## src/cpu_params.svh

```systemverilog
`ifndef CPU_PARAMS_SVH
`define CPU_PARAMS_SVH

// Fetch address after reset or after halt is released
`define RESET_VECTOR  32'h0000_0100

// Throw vector table base, low five bits must stay clear
`define VECTOR_ADDR   32'h0000_0040

`define TRAMP_BOTTOM  32'h0000_0080 // Trap handler entry
`define TRAP_ADDR     32'h0000_0020 // Return address slot in data memory

// Register numbers, the top one is the program counter
`define NUM_REGS      16

`endif

```

## src/cpu_pkg.sv

```systemverilog
package cpu_pkg;

    typedef logic signed [31:0] word_t;
    typedef logic [3:0] regIdx_t;

    // Where the immediate lands among A, B and C
    typedef enum logic [1:0] {
        kindImmC  = 2'd0, // A=X, B=Y, C=imm
        kindImmB  = 2'd1, // A=X, B=imm, C=Y
        kindImmA  = 2'd2, // A=imm, B=X, C=Y
        kindThrow = 2'd3
    } insnKind_e;

    typedef enum logic [3:0] {
        opOr, opAnd, opAdd, opMul,
        opRsvd, opShl, opLt, opEq,
        opGe, opAndn, opXor, opSub,
        opXnor, opShr, opNe, opSar
    } aluOp_e;

    // Instruction word, top bit first
    typedef struct packed {
        insnKind_e   kind;
        logic        storing;
        logic        derefRhs; // Result is used as an address
        regIdx_t     z;
        regIdx_t     x;
        regIdx_t     y;
        aluOp_e      op;
        logic [11:0] imm;
    } insn_t;

    typedef struct packed {
        word_t a;
        word_t b;
        word_t c;
    } operands_t;

    // Data memory request, no handshake
    typedef struct packed {
        logic  strobe;
        logic  rw;     // High for a write
        word_t addr;
        word_t wdata;
    } dataReq_t;

endpackage

```

## src/registerFile.sv

```systemverilog
`timescale 1ns/1ps
`include "cpu_params.svh"

module registerFile import cpu_pkg::*; (
    input  logic    clk,
    input  logic    upZ,
    input  regIdx_t idxZ,
    input  regIdx_t idxX,
    input  regIdx_t idxY,
    input  word_t   nextZ,
    input  word_t   nextP,
    output word_t   valZ,
    output word_t   valX,
    output word_t   valY
);

    localparam regIdx_t pIdx = regIdx_t'(`NUM_REGS - 1); // Program counter alias

    // Register 0 is hardwired, only r1 up to r14 hold state
    word_t store [1:`NUM_REGS-2];

    logic writable;

    assign writable = (idxZ != '0) && (idxZ != pIdx);

    // Zero and P are decoded ahead of the array
    assign valX = (idxX == '0) ? '0 : (idxX == pIdx) ? nextP : store[idxX];
    assign valY = (idxY == '0) ? '0 : (idxY == pIdx) ? nextP : store[idxY];
    assign valZ = (idxZ == '0) ? '0 : (idxZ == pIdx) ? nextP : store[idxZ];

    always_ff @(posedge clk) begin
        if (upZ && writable) begin
            store[idxZ] <= nextZ;
        end
    end

endmodule

```

## src/insnDecoder.sv

```systemverilog
`timescale 1ns/1ps
`include "cpu_params.svh"

module insnDecoder import cpu_pkg::*; (
    input  insn_t      insn,
    output insn_t      fields,
    output logic       isThrow,
    output logic       isBranch,
    output logic [4:0] vector
);

    localparam regIdx_t pIdx = regIdx_t'(`NUM_REGS - 1);

    always_comb begin
        fields   = insn;
        isThrow  = (insn.kind == kindThrow);

        // Writing P redirects the fetch, a store leaves P alone
        isBranch = (insn.z == pIdx) && !insn.storing;

        vector   = insn.imm[4:0]; // Index into the vector table
    end

endmodule

```

## src/operandShuffler.sv

```systemverilog
`timescale 1ns/1ps

module operandShuffler import cpu_pkg::*; (
    input  logic        clk,
    input  logic        en,
    input  insnKind_e   kind,
    input  word_t       x,
    input  word_t       y,
    input  logic [11:0] imm,
    output operands_t   ops
);

    word_t immExt;

    assign immExt = {{20{imm[11]}}, imm}; // Sign extend

    always_ff @(posedge clk) begin
        if (en) begin
            case (kind)
                kindImmB: begin
                    ops <= '{a: x, b: immExt, c: y};
                end
                kindImmA: begin
                    ops <= '{a: immExt, b: x, c: y};
                end
                default: begin
                    // kindImmC, and a throw which never reaches the ALU
                    ops <= '{a: x, b: y, c: immExt};
                end
            endcase
        end
    end

endmodule

```

## src/aluExec.sv

```systemverilog
`timescale 1ns/1ps

module aluExec import cpu_pkg::*; (
    input  logic      clk,
    input  logic      en,
    input  aluOp_e    op,
    input  operands_t ops,
    output word_t     result
);

    word_t fab; // f(a, b) before C is added

    // Comparisons give all ones when true
    always_comb begin
        case (op)
            opOr:    fab = ops.a | ops.b;
            opAnd:   fab = ops.a & ops.b;
            opAdd:   fab = ops.a + ops.b;
            opMul:   fab = ops.a * ops.b;     // Low 32 bits
            opShl:   fab = ops.a << ops.b;
            opLt:    fab = {32{ops.a < ops.b}};
            opEq:    fab = {32{ops.a == ops.b}};
            opGe:    fab = {32{ops.a >= ops.b}};
            opAndn:  fab = ops.a & ~ops.b;
            opXor:   fab = ops.a ^ ops.b;
            opSub:   fab = ops.a - ops.b;
            opXnor:  fab = ops.a ~^ ops.b;
            opShr:   fab = ops.a >> ops.b;    // Logical
            opNe:    fab = {32{ops.a != ops.b}};
            opSar:   fab = ops.a >>> ops.b;   // Arithmetic, a is signed
            default: fab = '0;                // opRsvd
        endcase
    end

    always_ff @(posedge clk) begin
        if (en) begin
            result <= fab + ops.c;
        end
    end

endmodule

```

## src/cpuCore.sv

```systemverilog
`timescale 1ns/1ps
`include "cpu_params.svh"

module cpuCore import cpu_pkg::*; (
    input  logic     clk,
    input  logic     reset_n,
    input  logic     halt,
    input  logic     trap,
    output word_t    iAddr,
    input  word_t    iData,
    output dataReq_t dReq,
    input  word_t    dIn
);

    typedef enum logic [3:0] {
        sI, s0, s1, s2, s3, s4, s5, s6, s7, // Idle and the normal sequence
        sE, sF, sR, sT, sW                  // Throw and trap flow
    } state_e;

    state_e     state;
    insn_t      insn;     // Instruction register
    insn_t      fields;
    logic       isThrow;
    logic       isBranch;
    logic [4:0] vector;

    word_t      valX, valY, valZ;
    operands_t  ops;
    word_t      aluResult;
    word_t      result;   // Latched result, also holds exception addresses
    word_t      loadData;
    word_t      nextP;
    word_t      vAddr;    // Target of a trap or throw
    word_t      nextZ;
    logic       upZ;
    logic       isLoad;

    assign isLoad = fields.derefRhs && !fields.storing;
    assign nextZ  = fields.derefRhs ? loadData : result;
    assign upZ    = (state == s5) && !fields.storing;

    // Sequencer
    always_ff @(posedge clk) begin
        if (!reset_n) begin
            state <= sI;
        end else begin
            case (state)
                sI: state <= halt ? sI : s6;
                s0: begin
                    if (halt)         state <= sI;
                    else if (trap)    state <= sF;
                    else if (isThrow) state <= sE;
                    else              state <= s1;
                end
                s1: state <= s2;
                s2: state <= s3;
                s3: state <= s4; // Slack for the multiplier
                s4: state <= s5;
                s5: state <= s6;
                s6: state <= s7;
                s7: state <= s0;
                sE: state <= sR;
                sR: state <= sT;
                sF: state <= sT;
                sT: state <= sW;
                sW: state <= s6;
                default: state <= sI;
            endcase
        end
    end

    // Datapath registers follow the state
    always_ff @(posedge clk) begin
        case (state)
            sI: if (!halt) iAddr <= `RESET_VECTOR;
            s2: result   <= aluResult;
            s4: loadData <= dIn;
            s5: iAddr    <= isBranch ? nextZ : nextP;
            s6: nextP    <= iAddr + 32'sd1;
            s7: insn     <= iData;
            sE: result   <= `VECTOR_ADDR | {27'd0, vector};
            sR: vAddr    <= dIn;              // Vector table entry
            sF: vAddr    <= `TRAMP_BOTTOM;
            sT: result   <= iAddr;            // Return address to save
            sW: iAddr    <= vAddr;
            default: ;
        endcase
    end

    // Data bus: normal access in s4, vector read in sR, return address save in sW
    always_comb begin
        dReq.strobe = ((state == s4) && (isLoad || fields.storing))
                      || (state == sR) || (state == sW);
        dReq.rw     = ((state == s4) && fields.storing) || (state == sW);
        case (state)
            sW: begin
                dReq.addr  = `TRAP_ADDR;
                dReq.wdata = result;
            end
            sR: begin
                dReq.addr  = result;
                dReq.wdata = valZ;
            end
            default: begin
                // derefRhs stores z at the result, otherwise the result at z
                dReq.addr  = fields.derefRhs ? result : valZ;
                dReq.wdata = fields.derefRhs ? valZ : result;
            end
        endcase
    end

    insnDecoder u_decoder (
        .insn     (insn),
        .fields   (fields),
        .isThrow  (isThrow),
        .isBranch (isBranch),
        .vector   (vector)
    );

    registerFile u_regs (
        .clk   (clk),
        .upZ   (upZ),
        .idxZ  (fields.z),
        .idxX  (fields.x),
        .idxY  (fields.y),
        .nextZ (nextZ),
        .nextP (nextP),
        .valZ  (valZ),
        .valX  (valX),
        .valY  (valY)
    );

    operandShuffler u_shuffler (
        .clk  (clk),
        .en   (state == s0),
        .kind (fields.kind),
        .x    (valX),
        .y    (valY),
        .imm  (fields.imm),
        .ops  (ops)
    );

    aluExec u_alu (
        .clk    (clk),
        .en     (state == s1),
        .op     (fields.op),
        .ops    (ops),
        .result (aluResult)
    );

endmodule

```

## config.mk

```make
export PLATFORM = sky130hd
export DESIGN_NAME = cpuCore
export DESIGN_NICKNAME = d
export VERILOG_FILES = /design/src/cpu_pkg.sv /design/src/registerFile.sv /design/src/insnDecoder.sv /design/src/operandShuffler.sv /design/src/aluExec.sv /design/src/cpuCore.sv
export VERILOG_INCLUDE_DIRS = /design/src /design/src/src
export SDC_FILE = /design/constraint.sdc
export NUM_CORES = 2
export LEC_CHECK = 0
export BUFFER_PORTS_ARGS = -buffer_cell sky130_fd_sc_hd__buf_2
export CORE_ASPECT_RATIO = 0.9
export CORE_UTILIZATION = 30
export DETAILED_ROUTE_END_ITERATION = 10
export GPL_ROUTABILITY_DRIVEN = 0
export PLACE_DENSITY = 0.5
export SKIP_LAST_GASP = 1
export SLEW_MARGIN = 40
export SYNTH_ARGS = -nofsm -noshare
export SYNTH_HDL_FRONTEND = slang
export SYNTH_HIERARCHICAL = 1
export SYNTH_SLANG_ARGS = --single-unit
```

## constraint.sdc

```tcl
create_clock -name clk -period 13.37 [get_ports clk]
set_clock_uncertainty 0.05 [all_clocks]
set_input_delay 1.337 -clock clk [delete_from_list [all_inputs] [get_ports clk]]
set_output_delay 1.337 -clock clk [all_outputs]
set_load 0.1 [all_outputs]
```

==> metrics <==
FFs w/ async S/R, synth 0%; die area 225500 um2; via count about 57000; Max-Cap Viols 0; Synth cell types around 110; crit path from u_shuffler/ops[72]$_DFFE_PP_; cells after synthesis roughly 6600; post-DP HPWL between 200000 and 250000 um; FMAX 91.26 MHz; Post-DRT Antenna Nets 0; # fillers about 23000; Hold Crit Start vAddr[19]$_SDFFCE_PN0P_; setup TNS 0 ns; share of cells above drive strength 1 between 10% and 20%; endpoints failing hold 0; Setup Fix Bufs, Post-CTS 0; Post-synth EDFFs roughly 770; Final min period 10.96 ns; Required @ worst endpoint 13.75 ns; Top cell by count, worst path fa_1; syn avg cell area between 10 and 15 um2; Relative slew margins a little over a third; CP Max Fanout 17; multi-input logic area about 40000 um2; first-pass GRT wire length 411100 um; hold_ws 0.4699 ns; clock sinks 772; Die H around 450 um; RSZ-0062 raised after global routing no; antenna violations before repair 9; final critical-path share of the clock period a little over 80%; # DRC 0; Vias/cell 5.935; CP max stage delay between 0.7 and 0.8 ns; vias in the first global route roughly 55000; Cell Area, Synth 67090 um2; CTS clock-pin slew for the worst setup and hold paths 0.06 ns; yosys warns 6; Port Buf Inserts 165; Synth Register Bits slightly below 800; WP data arrival 11.34 ns; Num CTS Buffers just under 90; Sequential Area between 20000 and 25000 um2; fin nets between 7000 and 8000; slowest cell on the critical path a2111oi_1; crit path capture type flip-flop; final setup vio count 0; syn nets around 7300; Core Rows between 150 and 200; Root Driver clkbuf_16; Hold Buf Count CTS 0; maximum buffer depth of the clock tree 3; sequential fraction of the synthesis area between 30% and 40%; Post-synth top cells edfxtp_1, nor2_1, inv_1; Post-CTS Resized 0; Setup crit start kind flip-flop; Max Slew Vio Count 0; CTS tree built; largest net degree at the start of global routing between 100 and 150; wirelength, routed 293500 um; Total GRT Usage 25.29%; top cells by area, synth edfxtp_1, fa_1, ha_1, mux2i_1, mux4_2; htree depth 3; die width roughly 500 um; most common cell in the synthesized netlist edfxtp_1; Syn-to-layout area delta 10.31%; standard cell core area around 220000 um2; post-synth top area cell edfxtp_1; total gr overflow 0; DR iter-0 viols a little under 8000; I/O pin cnt ~170; area share of the largest cell type after synthesis 34.37%; outcome finished, final reports clean; dominant synthesized flop cell edfxtp_1; Initial Utilization a little under a third; worst r2r src u_shuffler/ops[72]$_DFFE_PP_; length of the first detailed-routing pass in iterations 7; Worst Tran Pin Value ~0.95 ns; Clk Latency, worst-skew pair slightly above 0.7 ns; drt wl/cell about 30 um; worst hold path type flip-flop to flip-flop; critical path class flip-flop to flip-flop
==> critical path: cells and delay by family, from the launching register on <==
family / cells / cell delay, ns
buffers and inverters: 6 / 1.24
xor gates and xnor gates: 2 / 0.36
AOI/OAI and AO/OA: 10 / 3.06
DFF: 1 / 0.32
adders and majority gates: 10 / 4.35
and+or+nand+nor: 6 / 1.28
==> per-layer routing <==
layer | track usage [%] | wire (um)
met1 | 33.88 | 118500
met2 | 36.93 | 123300
met3 | 6.703 | 33000
met4 | 13.67 | 18630
met5 | 0 | 47
==> layout make-up <==
type                    count  share of cell area, %
clock inverters            59                 0.8707
clock buffers             106                  3.239
multi-input cells        4697                  53.46
well taps                2988                  5.052
repair buffers            348                  3.189
diodes                      1               0.003381
inverters                 575                  2.918
flip-flops and latches    772                  31.27
==> stage by stage <==
step / instances / instance area [um2] / worst slack [ns] / utilization, %
global placement: 9370 / 70670 / 2.615 / 31.83
global route: 9545 / 74000 / 2.163 / 33.33
finish: 9546 / 74010 / 2.412 / 33.33
CTS: 9540 / 73910 / 2.630 / 33.29
detailed placement: 9375 / 70860 / 2.676 / 31.92
floorplan: 6585 / 67090 / 3.543 / -
==> cells by family (layout without fill, tap and decap cells) <==
logic type | after synthesis | after routing | synth area share (%)
simple gates | 1599 | 1599 | 10.49
compound gates | 1597 | 1597 | 16.08
buf+inv | 1116 | 1088 | 7.049
flops | 772 | 772 | 34.49
fa+ha+maj | 690 | 690 | 17.47
mux | 625 | 625 | 11.99
xor+xnor | 186 | 186 | 2.428
other cells | 0 | 1 | 0
==> state kept, by name (all words and copies together) (netlist names) <==
| name | count |
|---|---|
| result | 32 |
| u_shuffler/ops | 96 |
| state | 4 |
| insn | 32 |
| u_regs/store | 448 |
| nextP | 32 |
| loadData | 32 |
| vAddr | 32 |
| u_alu/result | 32 |
| iAddr | 32 |
==> placed cells by master (no fill, tap or decap), types with 163 or more instances in the layout <==
cell      netlist  layout
a21oi_1       350     350
buf_2         106     166
buf_4          68     163
edfxtp_1      768     768
fa_1          411     411
ha_1          279     277
inv_1         558     555
mux2_2        166     166
mux2i_1       305     305
nand2_1       544     543
nor2_1        648     632
o21ai_0       384     382
==> worst paths after layout <==
check	cells after the start	endpoint	slack, ns
setup / recovery	34	u_alu/result[28]$_DFFE_PP_	2.41
hold / removal	2	iAddr[19]$_DFFE_PP_	0.47
setup reg to reg	34	u_alu/result[28]$_DFFE_PP_	2.41
hold reg to reg	2	iAddr[19]$_DFFE_PP_	0.47
Power is left out: the tool's default activity adds up to more than one toggle a clock period on the data nets, which glitch-free logic cannot reach.
